$ cat src/common/icache_defines.svh
/*
  instruction cache geometry macros
*/

`ifndef ICACHE_DEFINES_SVH
`define ICACHE_DEFINES_SVH

// associativity and number of sets
`define ICACHE_WAYS       4
`define ICACHE_SETS       16

// 32-bit words per cache line
`define ICACHE_LINE_WORDS 4

// physical address and fetch word widths
`define ICACHE_ADDR_W     32
`define ICACHE_FETCH_W    32

// replacement lfsr
`define ICACHE_LFSR_W     8

`endif

$ cat src/common/icache_pkg.sv
/*
  icache types for address, tag, line and way, plus the address split helper
*/

`include "icache_defines.svh"

package icache_pkg;

  // derived field widths of a physical address
  localparam int unsigned BYTE_W     = $clog2(`ICACHE_FETCH_W / 8);
  localparam int unsigned OFF_W      = $clog2(`ICACHE_LINE_WORDS);
  localparam int unsigned IDX_W      = $clog2(`ICACHE_SETS);
  localparam int unsigned TAG_W      = `ICACHE_ADDR_W - IDX_W - OFF_W - BYTE_W;
  localparam int unsigned LINE_OFF_W = OFF_W + BYTE_W;
  localparam int unsigned WAY_IDX_W  = $clog2(`ICACHE_WAYS);

  typedef logic [`ICACHE_ADDR_W-1:0]  addr_t;
  typedef logic [`ICACHE_FETCH_W-1:0] word_t;
  // a line is indexed by word offset
  typedef word_t [`ICACHE_LINE_WORDS-1:0] line_t;
  typedef logic [IDX_W-1:0]           index_t;
  typedef logic [OFF_W-1:0]           offset_t;
  typedef logic [TAG_W-1:0]           tag_t;
  typedef logic [WAY_IDX_W-1:0]       way_idx_t;
  typedef logic [`ICACHE_WAYS-1:0]    way_oh_t;

  typedef struct packed {
    logic valid;
    tag_t tag;
  } tag_entry_t;

  // per-way lookup result
  typedef struct packed {
    logic  hit;
    logic  valid;
    word_t word;
  } way_rsp_t;

  // tag | index | word offset | byte offset
  function automatic void split_addr(input addr_t addr, output tag_t tag,
                                     output index_t index, output offset_t offset);
    tag    = addr[`ICACHE_ADDR_W-1 -: TAG_W];
    index  = addr[LINE_OFF_W +: IDX_W];
    offset = addr[BYTE_W +: OFF_W];
  endfunction

endpackage

$ cat src/logic/icache_hit_mux.sv
/*
  hit mux: word of the lowest hitting way and the hit flag
*/

`timescale 1ns/100ps
`include "icache_defines.svh"

module icache_hit_mux (
  input  icache_pkg::way_rsp_t rsp_i [`ICACHE_WAYS],
  output logic                 hit_o,
  output icache_pkg::word_t    data_o
);

  //////////////////////////////////////////////////
  // priority select
  //////////////////////////////////////////////////

  // scan down so the lowest hitting way wins
  always_comb begin
    hit_o  = 1'b0;
    data_o = '0;
    for (int i = `ICACHE_WAYS - 1; i >= 0; i--) begin
      if (rsp_i[i].hit) begin
        hit_o  = 1'b1;
        data_o = rsp_i[i].word;
      end
    end
  end

endmodule

$ cat config.mk
export PLATFORM = sky130hd
export DESIGN_NAME = icache_hit_mux
export DESIGN_NICKNAME = d
export VERILOG_FILES = /design/src/common/icache_pkg.sv /design/src/logic/icache_hit_mux.sv
export VERILOG_INCLUDE_DIRS = /design/src /design/src/common
export SDC_FILE = /design/constraint.sdc
export NUM_CORES = 1
export LEC_CHECK = 0
export BUFFER_PORTS_ARGS = -buffer_cell sky130_fd_sc_hd__buf_2
export CORE_AREA = 2 2 65 67
export DETAILED_ROUTE_END_ITERATION = 10
export DIE_AREA = 0 0 67 69
export PLACE_DENSITY = 0.7
export SLEW_MARGIN = 20
export SYNTH_ARGS = -nofsm -noshare
export SYNTH_HDL_FRONTEND = slang
export SYNTH_SLANG_ARGS = --single-unit
$ cat constraint.sdc
create_clock -name vclk -period 1.3
set_input_delay 0.065 -clock vclk [all_inputs]
set_output_delay 0.065 -clock vclk [all_outputs]
set_load 0.01 [all_outputs]
==> metrics.md <==
| Metric | Value |
|---|---|
| Worst hold path class | input port to output port |
| Cell count after synthesis | 121 |
| Iter 0 DRT Violations | 51 |
| Netlist Area Pre-Place | 797.0 µm² |
| Crit-path slowest cell | buf_4 |
| Sequential share of the synthesized area | 0% |
| Sequential cell area | 0 µm² |
| # fillers | 426 |
| Routability cong. | around 0.76 |
| # clk buffers | 0 |
| Rows | 23 |
| Number of buffers added on ports | 165 |
| Yosys cell types | 18 |
| Avg WL per Cell | 13.48 µm |
| CTS resizes | 0 |
| Seq_cells | 0 |
| Final Max Tran Viols | 0 |
| Vias after detailed routing | 1718 |
| Unrepaired setup endpoints after global routing | false |
| Total GRT Usage | 17.03% |
| Inserted Diodes | 0 |
| Area after DPL | 1669 µm² |
| Leakage | between 0.8 and 0.9 nW |
| CP startpoint | rsp_i[33] |
| Multi-input logic area | 684.4 µm² |
| Top cells by count, synth | o22ai_1, a21oi_1, a22oi_1, buf_2, a22oi_2 |
| Effective utilization at floorplan | 20.36% |
| Final setup viols | 0 |
| Critical path capture point type | output port |
| DRC | 0 |
| Yosys warns | 0 |
| Area Overhead vs Synth | 109.4% |
| CP arrival | 0.99 ns |
| Vias in the first global route | 1596 |
| Hpwl dp | between 3000 and 4000 µm |
| Slew headroom | 83.83% |
| Die width | 67 µm |
| Design area | 1669 µm² |
| Yosys top cell area share | between 20% and 30% |
| Worst-path fanout max | 15 |
| Synth top area cells | o22ai_1, a22oi_1, a21oi_1 |
| Critical path destination | data_o[2] |
| Hold_buf cts | 0 |
| Drt first pass iters | 4 |
| Io pins | 169 |
| Min Clock Period, post-route | 1.055 ns |
| Area of the core | 3914 µm² |
| Setup_tns | 0 ns |
| Crit path max-delay family | buffers and inverters |
| First-pass GRT wire length | 6679 µm |
| VDD IR max | 0.1900 mV |
| Worst slew pin tran | ~0.24 ns |
| Largest net degree at the start of global routing | 33 |
| Crit path kind | input port to output port |
| Final nets | 417 |
| Slowest stage delay, CP | 0.24 ns |
| Die Ht | just under 70 µm |
| Mapped Nets | 257 |
| Crit path depth | 6 |
| Worst Setup Start Kind | input port |
| Critical Path RT | 1.24 ns |
| Buf/Inv on CP | 3 |
| Cell mode on critical path | buf_2 |
| WL final | roughly 4400 µm |
| # Post-CTS Setup Buffers | 0 |
| Layout cells sized above 1 | 65.95% |
| Final hold vios | 0 |
| Die footprint | 4623 µm² |
| DRT antenna net count | 0 |
| Antenna violations before repair | 0 |
| Yosys top cell by area | o22ai_1 |
| Fmax | 948.3 MHz |
| Syn avg cell area | 6.587 µm² |
| Pwr/cell area | about 380 nW/µm² |
| Grt total ovfl | 0 |
| Via-to-Cell Ratio | 5.222 |
| Final Cycle Share | about 81% |
| Top-count cell post-synth | o22ai_1 |
| CP cell instances | buf_2 > nor2b_4 > buf_4 > a22oi_1 > a21oi_1 > buf_2 |
| Run status | finished clean |
| Max-Cap Viols | 0 |
final cells by class:
class	instances	share of cell area, %
inverter	1	0.2249
multi-input combinational	104	41.00
tap	50	3.748
timing repair buffer	174	55.02
cell usage in the layout (no fill, tap or decap):
master,Yosys,final
a22oi_1,25,25
buf_2,11,165
a22oi_2,5,5
buf_4,1,7
nand2b_1,1,1
or3b_2,1,1
nand2_1,3,3
a21oi_1,28,28
o21ai_0,1,1
nor2b_4,1,1
nor2_2,0,1
nand3b_1,2,2
o22ai_1,31,31
a21oi_2,2,2
buf_12,0,2
nor2_1,2,1
a31oi_1,2,2
inv_1,1,1
power breakdown:
part           internal [mW]  switching [mW]  total, mW
logic                  0.333           0.297      0.630
registers                  0               0          0
clock network              0               0          0
metal layers:
layer / routed length, µm / up-vias / global-route usage, %
met5: 0 / - / 0
met4: 51 / 0 / 2.268
met3: 442 / 10 / 2.610
met2: 2334 / 109 / 35.20
met1: 1606 / 773 / 17.22
li1: - / 826 / -
worst min-delay path by stage:
stage,cells past startpoint,to,start,slack (ns)
6_report,4,hit_o,rsp_i[33],0.46
5_1_grt,4,hit_o,rsp_i[33],0.49
4_1_cts,4,hit_o,rsp_i[33],0.47
3_5_place_dp,4,hit_o,rsp_i[33],0.47
3_3_place_gp,4,hit_o,rsp_i[33],0.46
2_1_floorplan,2,hit_o,rsp_i[33],0.25
metrics by stage:
| step | utilization [%] | cells | hold slack, ns | total power, mW | worst slack (ns) |
|---|---|---|---|---|---|
| 2_1_floorplan | - | 121 | 0.2468 | 0.2999 | 0.4626 |
| 3_3_place_gp | 42.65 | 329 | 0.4649 | 0.6233 | 0.2448 |
| 3_5_place_dp | 42.65 | 329 | 0.4668 | 0.6326 | 0.2386 |
| 4_1_cts | 42.65 | 329 | 0.4660 | 0.6346 | 0.2327 |
| 5_1_grt | 42.65 | 329 | 0.4882 | 0.6900 | 0.1155 |
| 6_report | 42.65 | 329 | 0.4641 | 0.6303 | 0.2455 |
logic make-up after synthesis:
| family | after synthesis | synth area share [%] |
|---|---|---|
| compound gates | 94 | 77.71 |
| buf+inv | 17 | 14.44 |
| simple gates | 10 | 7.849 |
Note: power is estimated with default switching activity, not from simulation.
