==> config.mk <==
export PLATFORM = sky130hd
export DESIGN_NAME = icache_way_flat
export DESIGN_NICKNAME = d
export VERILOG_FILES = /design/src/common/icache_pkg.sv /design/src/common/icache_way_if.sv /design/src/icache/icache_way.sv /design/src/logic/icache_sram.sv /design/src/flat_wrapper.sv
export VERILOG_INCLUDE_DIRS = /design/src /design/src/common
export SDC_FILE = /design/constraint.sdc
export NUM_CORES = 2
export LEC_CHECK = 0
export BUFFER_PORTS_ARGS = -buffer_cell sky130_fd_sc_hd__buf_4
export CAP_MARGIN = 20
export CORE_UTILIZATION = 45
export CTS_BUF_LIST = sky130_fd_sc_hd__clkbuf_8
export CTS_CLUSTER_SIZE = 14
export DETAILED_ROUTE_END_ITERATION = 6
export PLACE_DENSITY_LB_ADDON = 0.12
export SYNTH_ARGS = -nofsm -noshare
export SYNTH_HDL_FRONTEND = slang
export SYNTH_SLANG_ARGS = --single-unit
==> constraint.sdc <==
create_clock -name clk_i -period 1.7 [get_ports clk_i]
set_clock_uncertainty 0.15 [all_clocks]
set_input_delay 0.085 -clock clk_i [delete_from_list [all_inputs] [get_ports clk_i]]
set_output_delay 0.085 -clock clk_i [all_outputs]
set_load 0.02 [all_outputs]
==> src/common/icache_defines.svh <==
/*
  instruction cache geometry macros
*/

`ifndef ICACHE_DEFINES_SVH
`define ICACHE_DEFINES_SVH

// associativity and number of sets
`define ICACHE_WAYS       4
`define ICACHE_SETS       16

// 32-bit words per cache line
`define ICACHE_LINE_WORDS 4

// physical address and fetch word widths
`define ICACHE_ADDR_W     32
`define ICACHE_FETCH_W    32

// replacement lfsr
`define ICACHE_LFSR_W     8

`endif

==> src/common/icache_pkg.sv <==
/*
  icache types for address, tag, line and way, plus the address split helper
*/

`include "icache_defines.svh"

package icache_pkg;

  // derived field widths of a physical address
  localparam int unsigned BYTE_W     = $clog2(`ICACHE_FETCH_W / 8);
  localparam int unsigned OFF_W      = $clog2(`ICACHE_LINE_WORDS);
  localparam int unsigned IDX_W      = $clog2(`ICACHE_SETS);
  localparam int unsigned TAG_W      = `ICACHE_ADDR_W - IDX_W - OFF_W - BYTE_W;
  localparam int unsigned LINE_OFF_W = OFF_W + BYTE_W;
  localparam int unsigned WAY_IDX_W  = $clog2(`ICACHE_WAYS);

  typedef logic [`ICACHE_ADDR_W-1:0]  addr_t;
  typedef logic [`ICACHE_FETCH_W-1:0] word_t;
  // a line is indexed by word offset
  typedef word_t [`ICACHE_LINE_WORDS-1:0] line_t;
  typedef logic [IDX_W-1:0]           index_t;
  typedef logic [OFF_W-1:0]           offset_t;
  typedef logic [TAG_W-1:0]           tag_t;
  typedef logic [WAY_IDX_W-1:0]       way_idx_t;
  typedef logic [`ICACHE_WAYS-1:0]    way_oh_t;

  typedef struct packed {
    logic valid;
    tag_t tag;
  } tag_entry_t;

  // per-way lookup result
  typedef struct packed {
    logic  hit;
    logic  valid;
    word_t word;
  } way_rsp_t;

  // tag | index | word offset | byte offset
  function automatic void split_addr(input addr_t addr, output tag_t tag,
                                     output index_t index, output offset_t offset);
    tag    = addr[`ICACHE_ADDR_W-1 -: TAG_W];
    index  = addr[LINE_OFF_W +: IDX_W];
    offset = addr[BYTE_W +: OFF_W];
  endfunction

endpackage

==> src/common/icache_way_if.sv <==
/*
  array access bundle from the controller to every cache way
*/

`timescale 1ns/100ps

interface icache_way_if;
  import icache_pkg::*;

  // lookup strobe, all ways read the same set
  logic    rd_en;
  // refill write into the selected way
  logic    wr_en;
  // flush clear of one set in every way
  logic    clr_en;
  index_t  index;
  // tag of the fetch in flight, also written on a fill
  tag_t    cmp_tag;
  offset_t offset;
  line_t   fill_line;
  // write select, one bit per way
  way_oh_t wr_way_oh;

  modport ctrl_mp (
    output rd_en, wr_en, clr_en, index, cmp_tag, offset, fill_line, wr_way_oh
  );

  modport way_mp (
    input rd_en, wr_en, clr_en, index, cmp_tag, offset, fill_line, wr_way_oh
  );

endinterface

==> src/icache/icache_way.sv <==
/*
  one cache way: tag+valid array, data array, tag compare, word select
*/

`timescale 1ns/100ps

module icache_way (
  input  logic                 clk_i,
  input  logic                 rst_ni,
  icache_way_if.way_mp         way_bus,
  input  logic                 way_sel_i,
  output icache_pkg::way_rsp_t rsp_o
);
  import icache_pkg::*;

  tag_entry_t tag_wdata;
  tag_entry_t tag_rdata;
  line_t      line_rdata;
  logic       tag_req, tag_we;
  logic       data_req, data_we;
  // array outputs hold fresh read data
  logic       rd_q;
  way_rsp_t   rsp_d;

  // fill sets valid, flush clears it
  assign tag_we          = way_sel_i & (way_bus.wr_en | way_bus.clr_en);
  assign tag_req         = way_bus.rd_en | tag_we;
  assign tag_wdata.valid = way_bus.wr_en;
  assign tag_wdata.tag   = way_bus.cmp_tag;

  // data is only written on a fill
  assign data_we  = way_sel_i & way_bus.wr_en;
  assign data_req = way_bus.rd_en | data_we;

  icache_sram #(
    .entry_t (tag_entry_t)
  ) u_tag_sram (
    .clk_i   (clk_i),
    .rst_ni  (rst_ni),
    .req_i   (tag_req),
    .we_i    (tag_we),
    .addr_i  (way_bus.index),
    .wdata_i (tag_wdata),
    .rdata_o (tag_rdata)
  );

  icache_sram #(
    .entry_t (line_t)
  ) u_data_sram (
    .clk_i   (clk_i),
    .rst_ni  (rst_ni),
    .req_i   (data_req),
    .we_i    (data_we),
    .addr_i  (way_bus.index),
    .wdata_i (way_bus.fill_line),
    .rdata_o (line_rdata)
  );

  // compare against the registered fetch tag
  assign rsp_d.valid = tag_rdata.valid;
  assign rsp_d.hit   = tag_rdata.valid && (tag_rdata.tag == way_bus.cmp_tag);
  assign rsp_d.word  = line_rdata[way_bus.offset];

  // response holds until the next lookup
  always_ff @(posedge clk_i or negedge rst_ni) begin
    if (!rst_ni) begin
      rd_q  <= 1'b0;
      rsp_o <= '0;
    end else begin
      rd_q <= way_bus.rd_en;
      if (rd_q) begin
        rsp_o <= rsp_d;
      end
    end
  end

endmodule

==> src/logic/icache_sram.sv <==
/*
  synchronous single-port array, one entry per set
*/

`timescale 1ns/100ps
`include "icache_defines.svh"

module icache_sram #(
  parameter type entry_t = logic
) (
  input  logic               clk_i,
  input  logic               rst_ni,
  input  logic               req_i,
  input  logic               we_i,
  input  icache_pkg::index_t addr_i,
  input  entry_t             wdata_i,
  output entry_t             rdata_o
);

  entry_t mem_q [`ICACHE_SETS];

  // array write
  always_ff @(posedge clk_i) begin
    if (req_i && we_i) begin
      mem_q[addr_i] <= wdata_i;
    end
  end

  // registered read port, holds when idle
  always_ff @(posedge clk_i or negedge rst_ni) begin
    if (!rst_ni) begin
      rdata_o <= '0;
    end else if (req_i && !we_i) begin
      rdata_o <= mem_q[addr_i];
    end
  end

endmodule

==> src/flat_wrapper.sv <==
// flat-port wrapper written by rule: the top's interface ports become plain ports
module icache_way_flat import icache_pkg::*;
  (clk_i, rst_ni, way_sel_i, rsp_o, way_bus_rd_en, way_bus_wr_en, way_bus_clr_en, way_bus_index, way_bus_cmp_tag, way_bus_offset, way_bus_fill_line, way_bus_wr_way_oh);
  icache_way_if way_bus_i ();
  input  logic clk_i;
  input  logic rst_ni;
  input  logic way_sel_i;
  output icache_pkg::way_rsp_t rsp_o;
  input wire logic [$bits(way_bus_i.rd_en)-1:0] way_bus_rd_en;
  input wire logic [$bits(way_bus_i.wr_en)-1:0] way_bus_wr_en;
  input wire logic [$bits(way_bus_i.clr_en)-1:0] way_bus_clr_en;
  input wire logic [$bits(way_bus_i.index)-1:0] way_bus_index;
  input wire logic [$bits(way_bus_i.cmp_tag)-1:0] way_bus_cmp_tag;
  input wire logic [$bits(way_bus_i.offset)-1:0] way_bus_offset;
  input wire logic [$bits(way_bus_i.fill_line)-1:0] way_bus_fill_line;
  input wire logic [$bits(way_bus_i.wr_way_oh)-1:0] way_bus_wr_way_oh;
  assign way_bus_i.rd_en = way_bus_rd_en;
  assign way_bus_i.wr_en = way_bus_wr_en;
  assign way_bus_i.clr_en = way_bus_clr_en;
  assign way_bus_i.index = way_bus_index;
  assign way_bus_i.cmp_tag = way_bus_cmp_tag;
  assign way_bus_i.offset = way_bus_offset;
  assign way_bus_i.fill_line = way_bus_fill_line;
  assign way_bus_i.wr_way_oh = way_bus_wr_way_oh;
  icache_way u_core (.clk_i(clk_i), .rst_ni(rst_ni), .way_bus(way_bus_i), .way_sel_i(way_sel_i), .rsp_o(rsp_o));
endmodule
==> summary.txt <==
Worst Setup End Kind: output pin
Cell with the largest stage delay on the worst path: sky130_fd_sc_hd__dfrtp_2
Crit path largest cell delay: 0.49 ns
Fraction of power spent switching nets: 23.5%
Global-route wire length before repair: 408,000 um
Level count of the clock H-tree: 5
Share of power burned in registers: 54.3%
Fin. max-slew vios: 0
Number of ports placed on the die boundary: 202
Clock network power share: 38.4%
Switching Power: 32.2 mW
Starting DRT DRC Count: 5,665
Mapped cell area: 99,800 um^2
Core box area: 220,000 um^2
Slew @ Worst Pin: 0.742 ns
Row count: 172
IO buf count: 197
Standby leakage power: 43.0 nW
Horiz. Die Dim: 473 um
Filler instances: 17,000
Main synth FF type: sky130_fd_sc_hd__edfxtp_1
Vias in the first global route: 55,200
Setup_tns: -7.98 ns
Setup ws final: -0.309 ns
Synth area leaders: sky130_fd_sc_hd__edfxtp_1, sky130_fd_sc_hd__mux4_2, sky130_fd_sc_hd__mux2i_1
Count of buffering cells on the critical path with inverters included: 1
Cells after synthesis: 4,878
Total power divided by cell area: 1110 nW/um^2
Category of the critical setup timing path: register to output pin
Share of Yosys cell area claimed by the top area cell type: 73.7%
Largest net degree at the start of global routing: 46
Sequential area share after synthesis: 78.4%
Clock tree from TritonCTS: done
HP Class: input pin to register
Failing checks: negative setup slack
Max Cap Violations: 0
Critical path data arrival time: 1.77 ns
Hold path startpoint: way_bus_cmp_tag[11]
Comb power frac: 7.2%
Clock transition time at the flip-flop clock pins of the worst setup and hold paths: 0.06 ns
Die Area: 224,000 um^2
Crit path from: u_core.rsp_o[15]$_DFFE_PN0P_
Maximum achievable frequency: 498 MHz
Worst slack, placed: -0.430 ns
Number of endpoints failing setup at the final stage: 37
Count of vias placed by the detailed router: 54,200
Post-synthesis cell type count: 39
Estimated wirelength of the detail-placed design: 182,000 um
Syn-to-layout area delta: 23.8%
All-Layer GR Usage: 25.8%
List of cells traversed by the critical path: buf_6
Number of nets in the synthesized netlist: 5,046
Average vias per placed instance: 5.70
Post-layout instance area: 124,000 um^2
Number of remaining DRC errors: 0
Placer's final routability congestion estimate: 0.824
Fin nets: 6,356
Number of antenna violations at the first check in global routing: 41
Hold Violations, Final: 0
Grt ovf: 0
Height of the chip: 473 um
Instance area after placement: 112,000 um^2
Critical register-to-register path startpoint: u_core.u_data_sram.rdata_o[9]$_DFFE_PN0P_
DR pass1 iterations: 6
Number of synthesized flops with an enable pin: 2,448
Number of clock sinks: 2,636
Skew-Pair Late Insertion Delay: 1.09 ns
Period utilization: 118%
Library cell with the largest summed area after synthesis: sky130_fd_sc_hd__edfxtp_1
CP startpoint kind: register
Largest buffer count on any clock path: 4
Cts bufs inserted: 440
Proportion of layout cells with a drive suffix above 1: 28.3%
Top cells by instance count after synthesis: sky130_fd_sc_hd__edfxtp_1, sky130_fd_sc_hd__mux2i_1, sky130_fd_sc_hd__mux4_2
Most common cell in the netlist: sky130_fd_sc_hd__edfxtp_1
Slew margin rel.: 50.4%
Run status: finished, violations left
Post-synthesis register bit count: 2,636
Post-synth ARST share: 7.13%
Syn avg cell area: 20.5 um^2
Final core occ: 56.2%
Cell family with most CP delay: flip-flops
Initial core utilization: 45.4%
Endpoint required time on the critical path: 1.46 ns
Per-cell routed wire length: 30.3 um
Final min period: 2.01 ns
Maximum ir drop on the vdd rail: 0.867 mV
Internal cell power: 105 mW
Critical path peak fanout: 2
RSZ-0062 raised after global routing: yes
Yosys warnings: 0
Root buffer cell: sky130_fd_sc_hd__clkbuf_8
Number of nets with antenna violations after routing: 0
Total wire length: 288,000 um
[power by group through the flow]
stage                     combinational, mW  clock [mW]  sequential, mW
after floorplan                        4.32           0            74.5
after global placement                 8.98           0            75.5
after detailed placement               9.10           0            75.5
after CTS                              9.94        53.6            74.3
after global routing                   10.5        56.4            74.3
final                                  9.90        52.6            74.3
[final cells by class]
type                            instances  area, um^2  share of cell area (%)
Sequential cell                      2636       78200                    63.3
Clock buffer                          499        6870                    5.56
Antenna cell                           14        35.0                  0.0284
Tap cell                             2958        3700                    3.00
Multi-Input combinational cell       1954       20200                    16.4
Timing Repair Buffer                 1154       13100                    10.6
Clock inverter                        301        1400                    1.13
Inverter                                2        7.51                 0.00608
[cell usage in the layout (no fill, tap or decap), drive strengths merged, types with 32 or more instances in the layout]
master / Yosys / layout
mux2: 32 / 32
a31oi: 128 / 128
clkbuf: 101 / 501
nor2: 301 / 301
inv: 2 / 186
dfrtp: 188 / 188
o22ai: 283 / 283
buf: 185 / 818
mux4: 362 / 362
a22oi: 141 / 141
dlygate4sd3: 0 / 332
edfxtp: 2448 / 2448
mux2i: 564 / 564
clkinv: 0 / 107
[metal layers]
layer	part of all wire, %	GRT usage [%]
met1	43	36.9
met4	2.3	6.59
met5	0.056	0
met2	48	40.9
met3	6.6	4.55
[per-stage QoR]
stage / instances / hold slack (ns) / power (mW)
6_report: 9518 / 0.118 / 137
5_1_grt: 9508 / 0.0739 / 141
4_1_cts: 9499 / 0.0178 / 138
3_5_place_dp: 8363 / -0.153 / 84.6
3_3_place_gp: 8363 / -0.154 / 84.5
2_1_floorplan: 4878 / -0.361 / 78.8
[logic make-up (layout without fill, tap and decap cells)]
group,Yosys count,count (layout),synth area share (%)
muxes,958,958,14.2
other,0,14,0
xor gates and xnor gates,24,24,0.211
and+or+nand+nor,369,369,1.50
buffers and inverters,288,1956,1.66
AOI/OAI and AO/OA,603,603,4.05
DFF,2636,2636,78.4
[path summary, 6_finish.rpt]
check	to	slack [ns]	depth (start not counted)
max	rsp_o[15]	-0.31	1
min	u_core.rsp_o[33]$_DFFE_PN0P_	0.12	7
max reg2reg	u_core.rsp_o[9]$_DFFE_PN0P_	-0.02	2
min reg2reg	u_core.u_tag_sram.rdata_o[12]$_DFFE_PN0P_	0.36	2
max in group asynchronous	u_core.u_data_sram.rdata_o[13]$_DFFE_PN0P_	0.25	6
min in group asynchronous	u_core.u_data_sram.rdata_o[114]$_DFFE_PN0P_	0.47	5
[sequential cells by signal, indices dropped and copies added (netlist names)]
name and flops:
u_core.u_tag_sram.mem_q 400, u_core.u_tag_sram.rdata_o 25, u_core.rsp_o 34, u_core.u_data_sram.rdata_o 128
u_core.u_data_sram.mem_q 2048, u_core.rd_q 1
[repair_timing]
action,CTS,global route
gates resized for setup,55,9
endpoints found under the hold margin,5271,0
pin swaps,0,3
buffers inserted,1,4
hold buffers,335,0
gates cloned,0,2
endpoints found under the setup margin,36,1601
No activity file was read; power rests on OpenSTA's default activity.
