**src/common/icache_defines.svh**
```systemverilog
/*
  instruction cache geometry macros
*/

`ifndef ICACHE_DEFINES_SVH
`define ICACHE_DEFINES_SVH

// associativity and number of sets
`define ICACHE_WAYS       4
`define ICACHE_SETS       16

// 32-bit words per cache line
`define ICACHE_LINE_WORDS 4

// physical address and fetch word widths
`define ICACHE_ADDR_W     32
`define ICACHE_FETCH_W    32

// replacement lfsr
`define ICACHE_LFSR_W     8

`endif

```
**src/common/icache_pkg.sv**
```systemverilog
/*
  icache types for address, tag, line and way, plus the address split helper
*/

`include "icache_defines.svh"

package icache_pkg;

  // derived field widths of a physical address
  localparam int unsigned BYTE_W     = $clog2(`ICACHE_FETCH_W / 8);
  localparam int unsigned OFF_W      = $clog2(`ICACHE_LINE_WORDS);
  localparam int unsigned IDX_W      = $clog2(`ICACHE_SETS);
  localparam int unsigned TAG_W      = `ICACHE_ADDR_W - IDX_W - OFF_W - BYTE_W;
  localparam int unsigned LINE_OFF_W = OFF_W + BYTE_W;
  localparam int unsigned WAY_IDX_W  = $clog2(`ICACHE_WAYS);

  typedef logic [`ICACHE_ADDR_W-1:0]  addr_t;
  typedef logic [`ICACHE_FETCH_W-1:0] word_t;
  // a line is indexed by word offset
  typedef word_t [`ICACHE_LINE_WORDS-1:0] line_t;
  typedef logic [IDX_W-1:0]           index_t;
  typedef logic [OFF_W-1:0]           offset_t;
  typedef logic [TAG_W-1:0]           tag_t;
  typedef logic [WAY_IDX_W-1:0]       way_idx_t;
  typedef logic [`ICACHE_WAYS-1:0]    way_oh_t;

  typedef struct packed {
    logic valid;
    tag_t tag;
  } tag_entry_t;

  // per-way lookup result
  typedef struct packed {
    logic  hit;
    logic  valid;
    word_t word;
  } way_rsp_t;

  // tag | index | word offset | byte offset
  function automatic void split_addr(input addr_t addr, output tag_t tag,
                                     output index_t index, output offset_t offset);
    tag    = addr[`ICACHE_ADDR_W-1 -: TAG_W];
    index  = addr[LINE_OFF_W +: IDX_W];
    offset = addr[BYTE_W +: OFF_W];
  endfunction

endpackage

```
**src/logic/icache_repl.sv**
```systemverilog
/*
  replacement way: lowest invalid way, else an lfsr pick
*/

`timescale 1ns/100ps
`include "icache_defines.svh"

module icache_repl (
  input  logic                clk_i,
  input  logic                rst_ni,
  input  icache_pkg::way_oh_t valid_i,
  input  logic                fill_i,
  output icache_pkg::way_oh_t repl_way_oh_o
);
  import icache_pkg::*;

  logic [`ICACHE_LFSR_W-1:0] lfsr_d, lfsr_q;
  way_idx_t                  inv_way;
  way_idx_t                  pick_way;
  logic                      all_valid;
  way_oh_t                   repl_way_oh_d;

  // scan down so the lowest invalid way wins
  always_comb begin
    inv_way = '0;
    for (int i = `ICACHE_WAYS - 1; i >= 0; i--) begin
      if (!valid_i[i]) begin
        inv_way = way_idx_t'(i);
      end
    end
  end

  assign all_valid     = &valid_i;
  assign pick_way      = all_valid ? way_idx_t'(lfsr_q) : inv_way;
  assign repl_way_oh_d = way_oh_t'(1) << pick_way;

  // fibonacci lfsr, x^8 + x^6 + x^5 + x^4 + 1
  assign lfsr_d = {lfsr_q[`ICACHE_LFSR_W-2:0], lfsr_q[7] ^ lfsr_q[5] ^ lfsr_q[4] ^ lfsr_q[3]};

  always_ff @(posedge clk_i or negedge rst_ni) begin
    if (!rst_ni) begin
      lfsr_q        <= {{(`ICACHE_LFSR_W - 1){1'b0}}, 1'b1};
      repl_way_oh_o <= way_oh_t'(1);
    end else begin
      // advance only when a full set loses a line
      if (fill_i && all_valid) begin
        lfsr_q <= lfsr_d;
      end
      // valid bits hold through the miss, so does the choice
      if (!fill_i) begin
        repl_way_oh_o <= repl_way_oh_d;
      end
    end
  end

endmodule

```
**config.mk**
```make
export PLATFORM = sky130hd
export DESIGN_NAME = icache_repl
export DESIGN_NICKNAME = d
export VERILOG_FILES = /design/src/common/icache_pkg.sv /design/src/logic/icache_repl.sv
export VERILOG_INCLUDE_DIRS = /design/src /design/src/common
export SDC_FILE = /design/constraint.sdc
export NUM_CORES = 1
export LEC_CHECK = 0
export BUFFER_PORTS_ARGS = -buffer_cell sky130_fd_sc_hd__buf_2
export CAP_MARGIN = 5
export CORE_MARGIN = 2
export CORE_UTILIZATION = 38
export CTS_CLUSTER_DIAMETER = 40
export DETAILED_ROUTE_END_ITERATION = 10
export SYNTH_ARGS = -nofsm -noshare
export SYNTH_HDL_FRONTEND = slang
export SYNTH_SLANG_ARGS = --single-unit
```
**constraint.sdc**
```tcl
create_clock -name clk_i -period 2.25 [get_ports clk_i]
set_clock_uncertainty 0.1 [all_clocks]
set_input_delay 0.1125 -clock clk_i [delete_from_list [all_inputs] [get_ports clk_i]]
set_output_delay 0.1125 -clock clk_i [all_outputs]
set_load 0.01 [all_outputs]
```
==> impl_results.md, run 1 <==
- Post-synthesis average cell area: 13.3 sq um
- Vias/cell: 5.11
- GRT Util Overall: 0.114
- Relative max-transition margin: 0.699
- Clock root buffer: clkbuf_4
- Area delta synth->final: 19.1%
- Status: completed
- Distinct cells, synth: 16
- Gate power share: 0.094
- Pwr Density: 684 nW/um^2
- Antenna Violating Nets Remaining: 0
- WHS Endpoint: repl_way_oh_o[0]
- Setup-failing EPs final: 0
- Initial antenna violation count: 0
- Mapped Cells: 41
- Bufs on Longest Clock Path: 2
- Final Cycle Share: 0.608
- First-pass GRT wire length: 1460 um
- Share of cells above drive strength 1: 0.491
- Core area: approximately 1300 sq um
- DRC errors left: 0
- Critical path startpoint category: flop
- CP max stage cell: dfstp_2
- Sw Pwr: approximately 0.10 mW
- Rows: 13
- Final instance area: 648 sq um
- Largest net degree at the start of global routing: 13
- Reg2reg setup slack: 0.88 ns
- Met1 WL: between 400 and 500 um
- Capturing point of the worst reg2reg path: repl_way_oh_o[1]
- Unrepaired setup endpoints after global routing: false
- Synth cell count leaders: 10 x dfrtp_1, 7 x mux2_2, 4 x nand2_1
- Clock power share: 0.392
- Min cycle time layout: 1.37 ns
- Slew Limit Fails: 0
- Data required time at the worst endpoint: between 2 and 2.5 ns
- Placed cells: 65
- CP Class: flop to flop
- I/O Buffers: 10
- Final Hold Violating Endpoints: 0
- Critical-path maximum fanout: 4
- R2R cell count: 3
- Top-count cell post-synth: dfrtp_1
- Ys flop type: dfrtp_1
- Post-synthesis sequential element count: 12
- Crit path depth: 3
- Gr ovfl total: 0
- # hold bufs at CTS: 1
- Synth area leaders: dfrtp_1 46%, mux2_2 14%, dfstp_2 9.7%
- DR top layer: met4
- DR iter-0 viols: 3
- Die Ht: 41.8 um
- CTS tree: yes
- Vias: 358
- Final net count: 63
- CP max stage delay: 0.54 ns
- Postcts setup bufs: 0
- Overall Power: 0.443 mW
- Clock sinks: 12
- Max H-tree Level: 1
- Final WL: 878 um
- Post-synth EDFFs: 0
- Fillers: 130
- Area leader, netlist: dfrtp_1
- Sw frac: 0.230
- Maxcap violations: 0
- Slew @ Worst Pin: 0.448 ns
- Min-delay src: fill_i
- Pre-antenna DRT Iters: 2
- GPL Wtd Cong: 0.680
- Top Ports: 11
- Worst vdd ir: about 270 uV
- Resized Gates After CTS: 0
- Width of the die: 41.8 um
- Cell family with most CP delay: compound AO/OA/AOI/OAI gates
- Final core occ: 0.492
- Vias in the first global route: 346
- DR WL/cell: 12.5 um
- Met3 WL post-DR: about 73 um
- Synth Net Count: 48
- CP bufs+invs: 0
- Area after DPL: 602 sq um
- YS warnings: 0
- Starting Density: 0.413
- Int Power: 0.342 mW
- Async S/R FF share, synth: 1.00
- Non-Filler Instances: 70
- Endpoint arrival time on the critical path: 1.49 ns
- WHS Path Cells: 2
- Hold crit path type: input port to flop
- Top cell type's share of synthesized area: 0.460
- Setup_tns: 0 ns
- Pleak: approximately 0.32 nW
- CTS Buf Count: 3
- N_diodes: 0
- Cell Area, Synth: 544 sq um
- Flop pwr share: 0.514
- Sequence of cells on the critical path: o21ai_0, a21boi_0, a22o_2
- Die area: 1750 sq um
- Critical R2R Launch: lfsr_q[0]
- Critical Path End Type: flop
- Seq/Total Area, Yosys: 0.556
- Clk_lat worst skew: 0.28 ns
- Met2 Wirelength: 340 um
- Fmax: 731 MHz
- Clock transition at the registers of the reported paths: 0.08 ns
==> per-stage QoR <==
| step | setup WS [ns] | hold WS, ns |
|---|---|---|
| 2_1_floorplan | 1.01 | -0.283 |
| 5_1_grt | 0.746 | 0.0285 |
| 3_3_place_gp | 0.911 | -0.0948 |
| 4_1_cts | 0.882 | 0.00338 |
| 3_5_place_dp | 0.914 | -0.0930 |
| 6_report | 0.882 | 0.0151 |
==> flip-flops by register name (all words and copies together), names as in the netlist <==
| name | count |
|---|---|
| repl_way_oh_o | 4 |
| lfsr_q | 8 |
==> power by group through the flow <==
stage                     Sequential [mW]  Combinational, mW  Clock, mW
after floorplan                     0.235             0.0192          0
after global placement              0.232             0.0409          0
after detailed placement            0.232             0.0408          0
after CTS                           0.228             0.0423      0.182
after global routing                0.230             0.0464      0.193
final                               0.228             0.0415      0.174
==> cell usage in the layout (no fill, tap or decap) <==
cell	synthesis	routed
mux2_2	7	7
buf_2	0	10
dfstp_2	2	2
clkbuf_4	0	3
nand2_1	4	4
xnor2_1	3	3
clkbuf_8	0	1
o211a_1	1	1
dlygate4sd3_1	0	1
nor2_1	2	2
o211ai_1	1	1
a22o_2	2	2
dfrtp_1	10	10
inv_1	1	1
a21boi_0	1	1
nand3_4	1	1
and3_4	1	1
o21ai_0	2	2
o31ai_1	2	2
==> kinds of logic after synthesis <==
kind of cell,share of synthesized area
xor+xnor,0.0483
simple gates,0.0943
buf+inv,0.0276
mux,0.145
flops,0.556
compound gates,0.129
==> metal layers <==
metal,vias to the layer above,global-route usage
li1,176,-
met5,-,0
met3,2,0.0522
met1,168,0.140
met4,0,0.0774
met2,12,0.156
==> worst max-delay path by stage <==
stage / startpoint / endpoint / slack [ns]
floorplan: lfsr_q[0] / repl_way_oh_o[1] / 1.01
global placement: lfsr_q[0] / repl_way_oh_o[1] / 0.91
detailed placement: lfsr_q[0] / repl_way_oh_o[1] / 0.91
CTS: lfsr_q[0] / repl_way_oh_o[1] / 0.88
global route: lfsr_q[0] / repl_way_oh_o[2] / 0.75
finish: lfsr_q[0] / repl_way_oh_o[1] / 0.88
==> final cells by class <==
class                      instances  area [sq um]  share of cell area
clock buffer                       4          36.3              0.0560
inverter                           1          3.75             0.00579
multi-input combinational         27           226               0.349
sequential                        12           303               0.467
tap                               15          18.8              0.0290
timing repair buffer              11          60.1              0.0927
Note: power is estimated with default switching activity, not from simulation.
==> inputs of run 2 (changes only) <==
clock period = 1.25 ns   (was 2.25 ns; I/O delays follow)
==> run 2 against run 1 <==
Effect of this change: die area unchanged; sequential power up 80%; hold slack better by 0.013 ns; sequential share of layout area down 1.3 points; first-iteration DRC count rose to 2.7 times the previous value.
==> impl_results.md, run 2 (same netlist as run 1, synthesis figures left out) <==
- Status: completed
- GRT Util Overall: 0.123 (+0.00911)
- Data required time at the worst endpoint: 1.35 ns (-1.02 ns)
- Most frequent cells in the layout: 10 x buf_2, 10 x dfrtp_1, 7 x mux2_2
- Vias in the first global route: 345 (-0.29%)
- Final Hold Slack: 0.0281 ns (+0.0130 ns)
- Clock sinks: 12 (unchanged)
- Bufs on Longest Clock Path: 2 (unchanged)
- CP Class: flop to flop
- Final WL: 881 um (+0.34%)
- Gr ovfl total: 0 (unchanged)
- Final core occ: 0.506 (+0.0142)
- CTS Buf Count: 3 (unchanged)
- Final Cycle Share: 0.948 (+0.340)
- DRC errors left: 0 (unchanged)
- Initial antenna violation count: 0 (unchanged)
- Clock root buffer: clkbuf_4
- Pleak: 0.329 nW (+2.5%)
- Critical path startpoint category: flop
- Vias: 364 (+1.7%)
- Critical Path End Type: flop
- Fmax: 844 MHz (+15%)
- I/O Buffers: 10 (unchanged)
- Relative max-transition margin: 0.817 (+0.118)
- Antenna Violating Nets Remaining: 0 (unchanged)
- N_diodes: 0 (unchanged)
- GPL Wtd Cong: 0.673 (-1.0%)
- Setup-failing EPs final: 0 (unchanged)
- Largest Register: lfsr_q
- Top Ports: 11 (unchanged)
- Starting Density: 0.413 (unchanged)
- Die Ht: 41.8 um (unchanged)
- Share of cells above drive strength 1: 0.491 (about the same)
- Maxcap violations: 0 (unchanged)
- Final instance area: 667 sq um (+2.9%)
- First-pass GRT wire length: 1580 um (+8.1%)
- Max reg flops: 8 (unchanged)
- Final Hold Violating Endpoints: 0 (unchanged)
- Clock transition at the registers of the reported paths: 0.07 ns (about the same)
- CTS tree: yes
- Hpwl dp: 644 um
- Worst vdd ir: 451 uV (+67%)
- Postcts setup bufs: 0 (unchanged)
- Core area: 1320 sq um (unchanged)
- Unrepaired setup endpoints after global routing: false
- Min cycle time layout: 1.18 ns (-0.183 ns)
- Rows: 13 (unchanged)
- Max H-tree Level: 1 (unchanged)
- Overall Power: 0.722 mW (+63%)
- Area delta synth->final: 22.5%
- Hold crit path type: input port to flop
- Area after DPL: 609 sq um (+1.2%)
- Die area: 1750 sq um (unchanged)
- Slew Limit Fails: 0 (unchanged)
- Pre-antenna DRT Iters: 4 (+2)
- Final net count: 66 (+4.8%)
- Width of the die: 41.8 um (unchanged)
- Largest net degree at the start of global routing: 13 (unchanged)
- Vias/cell: 5.06 (-1.1%)
- DR iter-0 viols: 8 (+5)
- Setup_tns: 0 ns (unchanged)
- Critical-path maximum fanout: 4 (unchanged)
- Slew @ Worst Pin: 0.275 ns (-0.173 ns)
- Pwr Density: 1080 nW/um^2 (+58%)
- Largest registers: lfsr_q: 8 flops, repl_way_oh_o: 4 flops
- Endpoint arrival time on the critical path: 1.29 ns (-0.20 ns)
- DR WL/cell: 12.2 um (-2.4%)
- Clk_lat worst skew: 0.26 ns (-0.02 ns)
[run 2: worst paths after layout]
| path | from | endpoint | slack (ns) | cells past startpoint |
|---|---|---|---|---|
| min | fill_i | repl_way_oh_o[3] | 0.03 | 2 |
| max reg2reg | lfsr_q[0] | repl_way_oh_o[1] | 0.07 | 4 |
| max in group asynchronous | rst_ni | repl_way_oh_o[0] | 0.67 | 2 |
| max | lfsr_q[0] | repl_way_oh_o[1] | 0.07 | 4 |
| min in group asynchronous | rst_ni | lfsr_q[7] | 0.10 | 2 |
| min reg2reg | lfsr_q[0] | lfsr_q[0] | 0.38 | 2 |
[run 2: repair_timing]
item / in CTS / in global routing
hold endpoints to repair: 14 / 0
hold buffers: 3 / 0
endpoints found under the setup margin: 0 / 3
resized for setup: 0 / 2
[run 2: area by class of cell]
type	count	area, sq um
inverters	1	3.75
flip-flops and latches	12	303
well taps	15	18.8
clock buffers	3	22.5
multi-input cells	27	231
fillers	124	651
repair buffers	14	87.6
[run 2: report_power, final]
group	total, mW	internal [mW]	switching, mW
combinational	0.0862	0.0418	0.0445
sequential	0.411	0.404	0.00644
clock	0.225	0.111	0.113
[run 2: critical path, stage by stage, from the launching register on]
cell,delay [ns]
dfstp_2,0.54
o21ai_0,0.07
a21boi_1,0.14
buf_4,0.15
a22o_2,0.12
[run 2: routing by layer]
layer,up-vias,wire (um),track usage
li1,181,-,-
met1,172,442,0.174
met2,11,377,0.153
met3,0,60,0.0478
met4,0,0,0.0774
met5,-,0,0
[run 2: stage by stage]
stage | std cells | setup WS [ns]
2_1_floorplan | 41 | 0.00764
4_1_cts | 72 | 0.0319
5_1_grt | 72 | 0.0215
6_report | 72 | 0.0653
3_3_place_gp | 66 | 0.0687
3_5_place_dp | 66 | 0.0485
